==> src/include/fsync_config.svh <==
// Node sizes for the 1-D node, where the aggregate width must be a power of two and at least 2

`ifndef FSYNC_CONFIG_SVH
`define FSYNC_CONFIG_SVH

// Message field widths
`define FSYNC_AGGR_W 4  // Aggregate mask bits, one level per bit
`define FSYNC_ID_W 4  // Barrier identifier
`define FSYNC_SRC_W 2  // Source seen on the child side

// Queues
`define FSYNC_FIFO_DEPTH 2  // Entries in each local and remote queue

// Port counts of the 1-D node
`define FSYNC_N_RX 2  // The two children
`define FSYNC_N_TX 1  // Link to the parent

`endif

==> src/hdl/fsync_msg_pkg.sv <==
// Message formats for the 1-D node, where the up-request source is always two bits wider

`include "fsync_config.svh"

package fsync_msg_pkg;

  // Request coming in from a child
  typedef struct packed {
    logic                    sync;  // One-cycle strobe
    logic [`FSYNC_AGGR_W-1:0] aggr;  // Aggregate mask
    logic [`FSYNC_ID_W-1:0]   id;
    logic [`FSYNC_SRC_W-1:0]  src;
  } fsync_req_t;

  // Wake response sent back to the source
  typedef struct packed {
    logic                   wake;
    logic [`FSYNC_SRC_W-1:0] dst;  // Same width as the request source
  } fsync_rsp_t;

  // Aggregated request forwarded to the parent
  typedef struct packed {
    logic                     sync;
    logic [`FSYNC_AGGR_W-1:0]  aggr;  // Mask shifted down one level
    logic [`FSYNC_ID_W-1:0]    id;
    logic [`FSYNC_SRC_W+1:0]   src;  // Source with direction bits appended
  } fsync_up_req_t;

  // Direction bits appended to the source, both set
  localparam logic [1:0] FSYNC_SD_BOTH = 2'b11;

endpackage

==> src/hdl/fsync_ctrl_pkg.sv <==
// Control types for the 1-D node, where level indices cover the aggregate mask width only

`include "fsync_config.svh"

package fsync_ctrl_pkg;

  typedef enum logic [1:0] {
    IDLE,
    ROOT,
    AGGR
  } fsync_state_e;

  typedef logic [$clog2(`FSYNC_AGGR_W)-1:0] fsync_level_t;  // Highest set mask bit

  // Check request from a port FSM to the register file
  typedef struct packed {
    logic         check_local;
    logic         check_remote;
    fsync_level_t level;
  } fsync_rf_req_t;

  typedef struct packed {
    logic present;  // Partner arrival found
  } fsync_rf_rsp_t;

endpackage

==> src/hdl/fsync_port_fsm.sv <==
// Port control FSM that accepts one request every 2 cycles and drops requests while busy

`timescale 1ns/100ps

module fsync_port_fsm
  import fsync_msg_pkg::*;
  import fsync_ctrl_pkg::*;
(
  input  logic          clk_i,
  input  logic          rst_ni,
  input  fsync_req_t    req_i,
  input  logic          root_i,
  input  logic          local_i,
  input  fsync_rf_rsp_t rf_rsp_i,
  output fsync_rf_req_t rf_req_o,
  output logic          push_local_o,
  output fsync_rsp_t    local_rsp_o,
  output logic          push_remote_o,
  output fsync_up_req_t up_req_o
);

  fsync_state_e state_q, state_d;
  fsync_level_t level;
  fsync_req_t   req_q;  // Payload of the accepted request
  logic         accept;

  // ~~~~~~~~~~~~~~~~~~~~~~~~~~~~~~~~~~~~~~~~~~~~~~~~~~~~~~~~~~~~~~~~~~~~~~~~~
  // Level encoder
  // ~~~~~~~~~~~~~~~~~~~~~~~~~~~~~~~~~~~~~~~~~~~~~~~~~~~~~~~~~~~~~~~~~~~~~~~~~
  always_comb begin
    level = '0;
    for (int unsigned i = 0; i < $bits(req_i.aggr); i++) begin
      if (req_i.aggr[i]) begin
        level = fsync_level_t'(i);  // Later bits win, so the highest is kept
      end
    end
  end

  // ~~~~~~~~~~~~~~~~~~~~~~~~~~~~~~~~~~~~~~~~~~~~~~~~~~~~~~~~~~~~~~~~~~~~~~~~~
  // Control FSM
  // ~~~~~~~~~~~~~~~~~~~~~~~~~~~~~~~~~~~~~~~~~~~~~~~~~~~~~~~~~~~~~~~~~~~~~~~~~
  always_comb begin
    state_d       = state_q;
    rf_req_o      = '0;
    rf_req_o.level = level;
    push_local_o  = 1'b0;
    push_remote_o = 1'b0;
    unique case (state_q)
      IDLE: begin
        if (req_i.sync && root_i) begin
          state_d              = ROOT;
          rf_req_o.check_local = 1'b1;
        end else if (req_i.sync && local_i) begin
          state_d               = AGGR;
          rf_req_o.check_remote = 1'b1;
        end
      end
      ROOT: begin
        state_d      = IDLE;
        push_local_o = rf_rsp_i.present;  // Result of last cycle's check
      end
      AGGR: begin
        state_d       = IDLE;
        push_remote_o = rf_rsp_i.present;
      end
      default: state_d = IDLE;
    endcase
  end

  assign accept = rf_req_o.check_local | rf_req_o.check_remote;

  always_ff @(posedge clk_i, negedge rst_ni) begin
    if (!rst_ni) begin
      state_q <= IDLE;
    end else begin
      state_q <= state_d;
    end
  end

  always_ff @(posedge clk_i) begin
    if (accept) begin
      req_q <= req_i;
    end
  end

  // Outgoing messages from the captured payload
  assign local_rsp_o.wake = 1'b1;
  assign local_rsp_o.dst  = req_q.src;  // Wake goes back to the source

  assign up_req_o.sync = req_q.sync;
  assign up_req_o.aggr = req_q.aggr >> 1;  // One level up the tree
  assign up_req_o.id   = req_q.id;
  assign up_req_o.src  = {req_q.src, FSYNC_SD_BOTH};

endmodule

==> src/hdl/fsync_barrier_rf.sv <==
// Arrival-pairing banks for exactly two receive ports, where port 0 wins a same-cycle pair

`timescale 1ns/100ps

`include "fsync_config.svh"

module fsync_barrier_rf
  import fsync_ctrl_pkg::*;
(
  input  logic          clk_i,
  input  logic          rst_ni,
  input  fsync_rf_req_t rf_req_i [`FSYNC_N_RX],
  output fsync_rf_rsp_t rf_rsp_o [`FSYNC_N_RX]
);

  localparam int unsigned n_levels = `FSYNC_AGGR_W;
  localparam int unsigned n_banks  = 2;  // Bank 0 local, bank 1 remote

  logic [`FSYNC_N_RX-1:0] hit [n_banks];  // Present per bank and port

  // ~~~~~~~~~~~~~~~~~~~~~~~~~~~~~~~~~~~~~~~~~~~~~~~~~~~~~~~~~~~~~~~~~~~~~~~~~
  // Arrival banks
  // ~~~~~~~~~~~~~~~~~~~~~~~~~~~~~~~~~~~~~~~~~~~~~~~~~~~~~~~~~~~~~~~~~~~~~~~~~
  for (genvar b = 0; b < n_banks; b++) begin : gen_bank
    logic [n_levels-1:0]    arrive_q, arrive_d;
    logic [`FSYNC_N_RX-1:0] chk;
    logic [`FSYNC_N_RX-1:0] hit_b;
    logic                   pair;

    for (genvar p = 0; p < `FSYNC_N_RX; p++) begin : gen_chk
      assign chk[p] = (b == 0) ? rf_req_i[p].check_local : rf_req_i[p].check_remote;
    end

    // Both children arrive at once on the same level
    assign pair = chk[0] & chk[1] & (rf_req_i[0].level == rf_req_i[1].level);

    always_comb begin
      arrive_d = arrive_q;
      hit_b    = '0;
      if (pair) begin
        hit_b[0] = 1'b1;  // Bit left untouched
      end else begin
        for (int unsigned p = 0; p < `FSYNC_N_RX; p++) begin
          if (chk[p]) begin
            hit_b[p]                     = arrive_q[rf_req_i[p].level];
            arrive_d[rf_req_i[p].level] = ~arrive_q[rf_req_i[p].level];  // Set or clear
          end
        end
      end
    end

    always_ff @(posedge clk_i, negedge rst_ni) begin
      if (!rst_ni) begin
        arrive_q <= '0;
      end else begin
        arrive_q <= arrive_d;
      end
    end

    assign hit[b] = hit_b;
  end

  // Registered result, a port checks one bank at a time
  always_ff @(posedge clk_i, negedge rst_ni) begin
    if (!rst_ni) begin
      for (int unsigned p = 0; p < `FSYNC_N_RX; p++) begin
        rf_rsp_o[p] <= '0;
      end
    end else begin
      for (int unsigned p = 0; p < `FSYNC_N_RX; p++) begin
        rf_rsp_o[p].present <= hit[0][p] | hit[1][p];
      end
    end
  end

endmodule

==> src/hdl/fsync_fifo.sv <==
// FWFT queue with no back-pressure, where a push while full or a pop while empty is dropped

`timescale 1ns/100ps

module fsync_fifo #(
  parameter type         fifo_t = logic,
  parameter int unsigned depth  = 2
)(
  input  logic  clk_i,
  input  logic  rst_ni,
  input  logic  push_i,
  input  fifo_t data_i,
  input  logic  pop_i,
  output fifo_t data_o,
  output logic  empty_o,
  output logic  error_o
);

  localparam int unsigned ptr_w = (depth > 1) ? $clog2(depth) : 1;
  localparam int unsigned cnt_w = $clog2(depth + 1);

  fifo_t            mem [depth];
  logic [ptr_w-1:0] wr_ptr_q, rd_ptr_q;
  logic [cnt_w-1:0] count_q;
  logic             full, do_push, do_pop;

  function automatic logic [ptr_w-1:0] next_ptr(input logic [ptr_w-1:0] ptr);
    logic [ptr_w-1:0] nxt;
    if (ptr == ptr_w'(depth - 1)) begin
      nxt = '0;  // Wrap around
    end else begin
      nxt = ptr + 1'b1;
    end
    return nxt;
  endfunction

  assign full    = (count_q == cnt_w'(depth));
  assign empty_o = (count_q == '0);
  assign do_push = push_i & ~full;
  assign do_pop  = pop_i & ~empty_o;
  assign error_o = (push_i & full) | (pop_i & empty_o);  // Misuse flag
  assign data_o  = mem[rd_ptr_q];  // Head valid while not empty

  always_ff @(posedge clk_i, negedge rst_ni) begin
    if (!rst_ni) begin
      wr_ptr_q <= '0;
      rd_ptr_q <= '0;
      count_q  <= '0;
    end else begin
      if (do_push) wr_ptr_q <= next_ptr(wr_ptr_q);
      if (do_pop) rd_ptr_q <= next_ptr(rd_ptr_q);
      count_q <= count_q + cnt_w'(do_push) - cnt_w'(do_pop);
    end
  end

  always_ff @(posedge clk_i) begin
    if (do_push) begin
      mem[wr_ptr_q] <= data_i;
    end
  end

endmodule

==> src/hdl/fsync_cc.sv <==
// Core control of a 1-D node with no back-pressure, where errors are OR'd per port without latching

`timescale 1ns/100ps

`include "fsync_config.svh"

module fsync_cc
  import fsync_msg_pkg::*;
  import fsync_ctrl_pkg::*;
(
  input  logic          clk_i,
  input  logic          rst_ni,
  input  fsync_req_t    req_i [`FSYNC_N_RX],
  input  logic          root_i [`FSYNC_N_RX],
  input  logic          local_i [`FSYNC_N_RX],
  input  logic          overflow_rx_i [`FSYNC_N_RX],
  input  logic          overflow_tx_i [`FSYNC_N_TX],
  input  logic          local_pop_i [`FSYNC_N_RX],
  input  logic          remote_pop_i [`FSYNC_N_RX],
  output logic          local_empty_o [`FSYNC_N_RX],
  output fsync_rsp_t    local_rsp_o [`FSYNC_N_RX],
  output logic          remote_empty_o [`FSYNC_N_RX],
  output fsync_up_req_t remote_up_o [`FSYNC_N_RX],
  output logic          detected_error_o [`FSYNC_N_RX + `FSYNC_N_TX]
);

  fsync_rf_req_t rf_req [`FSYNC_N_RX];
  fsync_rf_rsp_t rf_rsp [`FSYNC_N_RX];

  // ~~~~~~~~~~~~~~~~~~~~~~~~~~~~~~~~~~~~~~~~~~~~~~~~~~~~~~~~~~~~~~~~~~~~~~~~~
  // Receive ports
  // ~~~~~~~~~~~~~~~~~~~~~~~~~~~~~~~~~~~~~~~~~~~~~~~~~~~~~~~~~~~~~~~~~~~~~~~~~
  for (genvar i = 0; i < `FSYNC_N_RX; i++) begin : gen_rx
    logic          push_local, push_remote;
    logic          local_err, remote_err;
    fsync_rsp_t    local_rsp;
    fsync_up_req_t up_req;

    fsync_port_fsm i_port_fsm (
      .clk_i,
      .rst_ni,
      .req_i         ( req_i[i]    ),
      .root_i        ( root_i[i]   ),
      .local_i       ( local_i[i]  ),
      .rf_rsp_i      ( rf_rsp[i]   ),
      .rf_req_o      ( rf_req[i]   ),
      .push_local_o  ( push_local  ),
      .local_rsp_o   ( local_rsp   ),
      .push_remote_o ( push_remote ),
      .up_req_o      ( up_req      )
    );

    fsync_fifo #(
      .fifo_t ( fsync_rsp_t       ),
      .depth  ( `FSYNC_FIFO_DEPTH )
    ) i_local_fifo (
      .clk_i,
      .rst_ni,
      .push_i  ( push_local       ),
      .data_i  ( local_rsp        ),
      .pop_i   ( local_pop_i[i]   ),
      .data_o  ( local_rsp_o[i]   ),
      .empty_o ( local_empty_o[i] ),
      .error_o ( local_err        )
    );

    fsync_fifo #(
      .fifo_t ( fsync_up_req_t    ),
      .depth  ( `FSYNC_FIFO_DEPTH )
    ) i_remote_fifo (
      .clk_i,
      .rst_ni,
      .push_i  ( push_remote       ),
      .data_i  ( up_req            ),
      .pop_i   ( remote_pop_i[i]   ),
      .data_o  ( remote_up_o[i]    ),
      .empty_o ( remote_empty_o[i] ),
      .error_o ( remote_err        )
    );

    assign detected_error_o[i] = overflow_rx_i[i] | local_err | remote_err;
  end

  fsync_barrier_rf i_barrier_rf (
    .clk_i,
    .rst_ni,
    .rf_req_i ( rf_req ),
    .rf_rsp_o ( rf_rsp )
  );

  // Transmit side only reports link overflow
  for (genvar i = 0; i < `FSYNC_N_TX; i++) begin : gen_tx
    assign detected_error_o[`FSYNC_N_RX + i] = overflow_tx_i[i];
  end

endmodule

==> config.mk <==
export PLATFORM = sky130hd
export DESIGN_NAME = fsync_cc
export DESIGN_NICKNAME = d
export VERILOG_FILES = /design/src/hdl/fsync_msg_pkg.sv /design/src/hdl/fsync_ctrl_pkg.sv /design/src/hdl/fsync_port_fsm.sv /design/src/hdl/fsync_barrier_rf.sv /design/src/hdl/fsync_fifo.sv /design/src/hdl/fsync_cc.sv
export VERILOG_INCLUDE_DIRS = /design/src /design/src/include
export SDC_FILE = /design/constraint.sdc
export NUM_CORES = 1
export LEC_CHECK = 0
export BUFFER_PORTS_ARGS = -buffer_cell sky130_fd_sc_hd__buf_2
export CAP_MARGIN = 20
export CELL_PAD_IN_SITES_DETAIL_PLACEMENT = 0
export CELL_PAD_IN_SITES_GLOBAL_PLACEMENT = 1
export CORE_ASPECT_RATIO = 2
export CORE_MARGIN = 1
export CORE_UTILIZATION = 51
export DETAILED_ROUTE_END_ITERATION = 6
export GPL_TIMING_DRIVEN = 0
export PLACE_DENSITY_LB_ADDON = 0.1
export SETUP_SLACK_MARGIN = 0.3
export SKIP_LAST_GASP = 1
export SLEW_MARGIN = 10
export SYNTH_ARGS = -nofsm -noshare
export SYNTH_HDL_FRONTEND = slang
export SYNTH_HIERARCHICAL = 1
export SYNTH_SLANG_ARGS = --single-unit
==> constraint.sdc <==
create_clock -name clk_i -period 5.3 [get_ports clk_i]
set_input_delay 1.59 -clock clk_i [delete_from_list [all_inputs] [get_ports clk_i]]
set_output_delay 1.59 -clock clk_i [all_outputs]
set_load 0.005 [all_outputs]
* Yosys cells after proc, flatten, opt, wreduce, memory -nomap -nowiden
Memory sizes are Yosys's and may differ from the RTL's. Cells that the tools add are included.
Storage, ports and cells: flip-flop bits (word level) 52, RAM bits 48, bits of input ports 35, output and inout bits 39, word-level logic and storage cells 187, memories 4
Memory list:
- gen_rx[0].i_remote_fifo.mem | words 2, bits a word 10, rd ports 1, clocked after memory_dff 0, write ports 1, RTL line fsync_fifo.sv:22 | fifo_t mem [depth];
- gen_rx[1].i_remote_fifo.mem | words 2, bits a word 10, rd ports 1, clocked after memory_dff 0, write ports 1, RTL line fsync_fifo.sv:22
- gen_rx[0].i_local_fifo.mem | words 2, bits a word 2, rd ports 1, clocked after memory_dff 0, write ports 1, RTL line fsync_fifo.sv:22
- gen_rx[1].i_local_fifo.mem | words 2, bits a word 2, rd ports 1, clocked after memory_dff 0, write ports 1, RTL line fsync_fifo.sv:22
Cells by class: add/sub/neg operators 16, $lt $le $gt $ge 4, equal/unequal tests 11, muxes and demuxes 70, bitwise gates (word level) 44, reductions and logical operators 12
Operators by type and width (count):
- $mux 1 | 42
- $mux 2 | 12
- $mux 4 | 6
- $and 1x1->1 | 20
- $bwmux 4 | 4
- $eq 2x2->1 const B | 6
- $logic_not 2->1 | 6
- $not 1->1 | 12
- $or 1x1->1 | 12
- $add 1x1->1 const B | 8
- $add 2x1->2 | 4
- $bmux 1 s2 | 4
- $sub 2x1->2 | 4
- $logic_and 1x1->1 | 6
- $lt 2x3->1 const B | 2
- $ne 3x1->1 const B | 2
- $demux 1 s2 | 2
- $eq 2x1->1 const B | 2
- $ge 2x1->1 const B | 2
- $eq 2x2->1 | 1

* Longest topological paths before layout
Gate-level depths: netlist of the first run.
word-level depth 12, gate-level depth with buffers 7, mapped depth without buffers 7

* By module
Netlist of the first run, hierarchy kept.
Modules (own cells, without submodules):
- fsync_fifo at gen_rx[0].i_remote_fifo ... | instances 2, cells an instance 65, area each 1181.1 µm², sequential area each 880.8 µm²
- fsync_port_fsm | instances 2, cells an instance 33, area each 498.0 µm², sequential area each 350.3 µm²
- fsync_fifo at gen_rx[0].i_local_fifo ... | instances 2, cells an instance 35, area each 449.2 µm², sequential area each 280.3 µm²
- fsync_barrier_rf | instances 1, cells an instance 75, area each 739.5 µm², sequential area each 250.2 µm²
- fsync_cc | instances 1, cells an instance 3, area each 20.0 µm², sequential area each 0.0 µm²

* Worst setup path before layout of the first run
No wires, ideal clock.
kind input -> output, from input local_pop_i[0] (netlist name), to output detected_error_o[1] (netlist name), arrival 2113 ps, data required time 3710 ps, slack 1597 ps, cell stages on the path 3, buffers on the path 0, cells stage by stage mux2i_1 nor2_1 or3_1
RTL lines:
- start: declaration | RTL line fsync_cc.sv:18 | input logic local_pop_i [`FSYNC_N_RX],
- end: declaration | RTL line fsync_cc.sv:24 | output logic detected_error_o [`FSYNC_N_RX + `FSYNC_N_TX]

==> results of run 1 <==
metal layers:
metal | global-route usage [%] | wire length, um | up-vias | share of wire [%]
met5 | 0 | 0 | - | 0
met2 | 33.0 | 4740 | 57 | 56
met4 | 9.91 | 122 | 0 | 1.5
met3 | 4.75 | 261 | 9 | 3.1
met1 | 19.3 | 3280 | 1377 | 39
li1 | - | - | 1416 | -
synthesized netlist by cell type (all sizes together) (3+ instances only):
master	instances	area [um^2]
a21oi	4	20.0
and2	6	42.5
and3b	6	55.1
buf	23	189
conb	4	15.0
dfrtp	30	751
edfxtp	84	2520
ha	4	50.1
inv	13	48.8
mux2	32	360
mux2i	12	120
nand2	8	30.0
nand2b	3	18.8
nand3	13	65.1
nand3b	5	37.5
nor2	24	90.1
nor3b	7	67.6
o211ai	3	32.5
o21ai	10	57.6
or2	4	25.0
xnor2	25	219
xor2	5	43.8
flip-flops by register name, summed over array words and instances, names as in the netlist:
register                        cells
gen_rx.i_remote_fifo/wr_ptr_q       2
gen_rx.i_port_fsm/up_req_o         16
gen_rx.i_remote_fifo/rd_ptr_q       2
gen_rx.i_local_fifo/mem            12
i_barrier_rf/rf_rsp_o               2
gen_rx.i_local_fifo/rd_ptr_q        2
gen_rx.i_local_fifo/wr_ptr_q        2
gen_rx.i_local_fifo/count_q         4
gen_rx.i_remote_fifo/count_q        4
gen_rx.i_remote_fifo/mem           52
gen_rx.i_port_fsm/state_q           4
i_barrier_rf/gen_bank.arrive_q      8
gen_rx.i_port_fsm/local_rsp_o       4
report_power, final:
part | switching, mW | total, mW | leakage (nW) | internal [mW]
sequential | 0.139 | 1.22 | 1.13 | 1.08
clock | 0.385 | 1.17 | 0.295 | 0.780
combinational | 0.250 | 0.574 | 1.06 | 0.324
total | 0.774 | 2.96 | 2.49 | 2.18
stage by stage:
step | worst slack, ns | power, mW | util [%]
detailed placement | 1.32 | 1.81 | 58.7
finish | 1.33 | 2.96 | 65.5
global placement | 1.34 | 1.79 | 58.7
global route | 1.24 | 3.11 | 65.5
floorplan | 1.60 | 1.62 | -
CTS | 1.32 | 2.99 | 65.2
worst paths after layout:
check | end | from | slack [ns]
setup / recovery | detected_error_o[2] | local_pop_i[1] | 1.33
setup reg to reg | gen_rx[0].i_remote_fifo/mem[0][11]$_DFFE_PP_ | gen_rx[0].i_port_fsm/state_q[0]$_DFFE_PN0P_ | 3.42
max in group asynchronous | gen_rx[1].i_remote_fifo/count_q[1]$_DFF_PN0_ | rst_ni | 3.62
hold / removal | gen_rx[1].i_remote_fifo/mem[0][9]$_DFFE_PP_ | gen_rx[1].i_port_fsm/up_req_o[9]$_DFFE_PP_ | 0.44
min in group asynchronous | gen_rx[1].i_local_fifo/count_q[1]$_DFF_PN0_ | rst_ni | 1.23
hold reg to reg | gen_rx[1].i_remote_fifo/mem[0][9]$_DFFE_PP_ | gen_rx[1].i_port_fsm/up_req_o[9]$_DFFE_PP_ | 0.44
critical path: stages:
cell,delay [ns]
buf_2,0.12
mux2i_1,0.13
nor2_1,0.05
or3_1,0.36
buf_2,0.13
kinds of logic (layout without fill, tap and decap cells):
kind of cell | after synthesis | in the layout
multiplexers | 44 | 44
flip-flops | 114 | 114
XOR/XNOR | 30 | 30
adder cells (fa/ha/maj) | 4 | 4
AO/OA/AOI/OAI | 30 | 30
other | 4 | 8
buffers and inverters | 36 | 142
AND/OR/NAND/NOR | 82 | 82
area by class of cell:
type	count	area (um^2)	area share [%]
clock inverters	15	191	3.09
multi-input cells	198	1520	24.6
clock buffers	17	425	6.87
flip-flops and latches	114	3270	52.9
plain buffers	23	189	3.05
well taps	130	163	2.63
inverters	13	48.8	0.788
repair buffers	74	380	6.14
==> run metrics, run 1 <==
Cell Area, Synth=0.00502 mm^2; Syn-to-layout area delta=23.4%; Post-Syn Area per Cell=14.6 um^2; commonest non-fill, non-tap cell in the layout=edfxtp_1; design area=0.00619 mm^2; clock buffer depth=2; # clock sinks=114; final setup violation count=0; highest clock rate=252 MHz; min-delay worst type=flop to flop; antenna-violating nets left=0; placed cells=548; Worst Path Arrival=2.38 ns; RSZ-0062 raised after global routing=false; Pins Over Slew Limit=0; Critical Path RT=3.71 ns; Num CTS Buffers=17; clock root buffer=clkbuf_16; die height=142 um; CP Capture Type=output pin; Final Hold Viols=0; GP Congestion=0.821; routed wire length=8410 um; WHS Path Cells=0; most frequent cells in the layout=edfxtp_1, buf_2, dfrtp_1, xnor2_1, nor2_1; clk_skew=0.00661 ns; Die W=72.1 um; post-CTS resize count=0; Overflow after GRT=0; crit path launch type=primary input; io pins=74; Via-to-Cell Ratio=4.90; worst reg2reg path depth=4; Detailed Route Iter0 Violations=103; ratio of cells with drive above 1 in the final layout=34.6%; Synth Instances=344; Tmin final=3.97 ns; Routed WL per cell=14.4 um; Post-Synth Simple-Gate Area=9.40%; Max VDD drop=277 uV; Syn. warnings=6; DP Area=0.00554 mm^2; Final TNS setup=0 ns; Synth Area in Adders=0.998%; drt pass-1 iters=4; PwrDens=478 mW/mm^2; multiplexer share of the synthesized area=9.58%; non-filler instance count after layout=584; Post-route DRC=0; xor-xnor portion of the synthesized cell area=5.24%; CTS hold repair buffers=0; outcome=finished clean; vias in the first global route=3011; first-pass GRT wire length=13800 um; Setup CP Type=primary input to output pin; CP Max Fanout=6; leakage=2.49 nW; TritonCTS clock tree=done; postcts setup bufs=0; Clk Latency, worst-skew pair=0.41 ns; Hold WS=0.443 ns; H-tree levels=4; pin count of the biggest net entering global routing=31; Reg clk slew, reported paths=0.05 ns; max_slew headroom=53.3%; complex-gate fraction of the synthesized area=4.49%; gr usage total=18.5%; # rows=50; ys async rst share=26.3%; Initial Util=53.1%; final worst-path cycle share=75.0%; Die Area=0.0103 mm^2; register area share after synthesis=65.3%; Post-DP HPWL=5720 um; Netlist cell types=43; filler cell count=738; Max-Cap Viols=0; initial antenna violation count=0; Main synth FF type=edfxtp_1; total number of vias=2859; Core ar.=0.00945 mm^2; combinational family with the most area after synthesis=multiplexers; Worst Max-Slew Pin Slew=0.701 ns; #FFs+latches synth=114; NumNets Final=480; EDFF count, synth=84; antenna cells=0; PortBufs=70
(Power assumes the default switching activity.)
==> run 2: changes to the inputs <==
- ABC_AREA: unset -> 1
- CORE_UTILIZATION: 51 -> 44
- clock period: 5.3 -> 3.69 ns (I/O delays scaled with it)
==> run metrics, run 2 <==
post-CTS resize count=0; RSZ-0062 raised after global routing=false; CP Max Fanout=4; most frequent cells in the layout=nand2_1, edfxtp_1, buf_2, inv_1, nor2_1; Syn-to-layout area delta=22.0%; Hold Startpoint=gen_rx[0].i_port_fsm/up_req_o[8]$_DFFE_PP_; Reg clk slew, reported paths=0.05 ns; CP Capture Type=output pin; gr usage total=18.9%; CTS hold repair buffers=0; Cell Area, Synth=0.00526 mm^2; most common cell in the synthesized netlist=nand2_1; # clock sinks=114; Worst Path Arrival=1.82 ns; Detailed Route Iter0 Violations=173; Die Area=0.0124 mm^2; Max-Cap Viols=0; clock buffer depth=2; PortBufs=70; ratio of cells with drive above 1 in the final layout=22.5%; Core ar.=0.0117 mm^2; TritonCTS clock tree=done; initial antenna violation count=0; postcts setup bufs=0; Tmin final=2.93 ns; register area share after synthesis=62.3%; final worst-path cycle share=79.4%; Reg-to-Reg End=gen_rx[0].i_remote_fifo/mem[1][11]$_DFFE_PP_; Critical R2R Launch=gen_rx[0].i_port_fsm/state_q[1]$_DFFE_PN0P_; final setup violation count=0; # rows=56; slack of the critical path=0.759 ns; Syn. warnings=6; H-tree levels=4; CP max stage delay=0.47 ns; highest-delay cell along the critical path=nor3_1; Pins Over Slew Limit=0; max_slew headroom=46.2%; hold path endpoint=gen_rx[0].i_remote_fifo/mem[0][8]$_DFFE_PP_; antenna-violating nets left=0; Clk Latency, worst-skew pair=0.40 ns; Main synth FF type=edfxtp_1; Post-route DRC=0; drt pass-1 iters=6; Post-Syn Area per Cell=9.45 um^2; Hold WS=0.448 ns; Worst Max-Slew Pin Slew=0.807 ns; io pins=74; commonest non-fill, non-tap cell in the layout=nand2_1; #FFs+latches synth=114; PwrDens=662 mW/mm^2; top-area cell type share of the netlist area=48.0%; cell mode on critical path=inv_1; Final Hold Viols=0; Setup CP Type=flop to output pin; EDFF count, synth=84; Final TNS setup=0 ns; antenna cells=0; Num CTS Buffers=17; Setup crit start=gen_rx[0].i_port_fsm/state_q[1]$_DFFE_PN0P_; Synth Instances=556; highest clock rate=341 MHz; Die W=79.3 um; die height=157 um; top post-synthesis cells by count=nand2_1, edfxtp_1, inv_1, nor2_1; first-pass GRT wire length=17300 um; Largest Register=gen_rx.i_remote_fifo/mem; Via-to-Cell Ratio=4.71; flop2flop setup slack=1.56 ns; total number of vias=3831; max reg flops=52; NumNets Final=694; Initial Util=44.9%; Routed WL per cell=13.1 um; clk_skew=0.00850 ns; routed wire length=10700 um; Synth area leader=edfxtp_1; worst reg2reg path depth=5; Netlist cell types=28; outcome=finished clean; Cell Chain, Critical Path=inv_1 -> nor3_1 -> nand3_1 -> o21ai_0 -> inv_1 -> nand2_1 -> buf_2; DP Worst Slack=0.847 ns; Critical Path RT=2.58 ns; GP Congestion=0.830; pin count of the biggest net entering global routing=31; vias in the first global route=3838; Area contributors post-synth=edfxtp_1, nand2_1, dfrtp_1; leakage=3.08 nW; ys async rst share=26.3%; min-delay worst type=flop to flop; Overflow after GRT=0; WHS Path Cells=0; Post-DP HPWL=7930 um; crit path launch type=flop; Max VDD drop=378 uV; clock root buffer=clkbuf_16
-- run 2: worst max-delay path by stage --
stage          depth (start not counted)             endpoint  slack, ns
3_3_place_gp                           6  detected_error_o[2]       0.83
4_1_cts                                7  detected_error_o[2]       0.73
2_1_floorplan                          4  detected_error_o[1]       1.19
6_report                               7  detected_error_o[2]       0.76
3_5_place_dp                           6  detected_error_o[2]       0.85
5_1_grt                                7  detected_error_o[2]       0.63
-- run 2: per-layer routing --
metal	global-route usage (%)	wire [um]	vias up
met5	0	0	-
met4	8.66	203	0
met3	4.14	309	18
met2	36.0	6100	70
met1	18.7	4040	1800
li1	-	-	1943
-- run 2: critical path, delay by kind of cell, from the launching register on --
family | cells | cell delay, ns
AOI/OAI and AO/OA | 1 | 0.12
DFF | 1 | 0.37
buffers and inverters | 3 | 0.25
and+or+nand+nor | 3 | 0.67
-- run 2: logic make-up (layout without fill, tap and decap cells) --
| logic type | Yosys count | after routing | share of synthesized area, % |
|---|---|---|---|
| AOI/OAI and AO/OA | 20 | 20 | 2.14 |
| and+or+nand+nor | 323 | 323 | 25.0 |
| buffers and inverters | 85 | 193 | 7.86 |
| DFF | 114 | 114 | 62.3 |
| other | 4 | 8 | 0.286 |
| adders and majority gates | 4 | 4 | 0.952 |
| xor gates and xnor gates | 6 | 6 | 1.50 |
-- run 2: metrics by stage --
step | power, mW | util (%) | instances | instance area [um^2]
final | 4.24 | 54.8 | 813 | 6410
after floorplan | 2.38 | - | 560 | 5270
after detailed placement | 2.77 | 49.8 | 777 | 5820
after CTS | 4.30 | 54.5 | 809 | 6380
after global routing | 4.54 | 54.8 | 813 | 6410
after global placement | 2.74 | 49.6 | 775 | 5800
-- run 2: final cells by class --
type	count	area, um^2
Buffer	22	171
Clock buffer	20	447
Clock inverter	12	109
Fill cell	1085	5290
Inverter	63	241
Multi-Input combinational cell	361	1580
Sequential cell	114	3270
Tap cell	145	181
Timing Repair Buffer	76	407
-- run 2: power by group --
group | internal (mW) | leakage [nW] | switching, mW | total [mW]
registers | 1.55 | 1.13 | 0.146 | 1.69
logic | 0.413 | 1.69 | 0.629 | 1.04
clock network | 0.942 | 0.259 | 0.568 | 1.51
total | 2.90 | 3.08 | 1.34 | 4.24
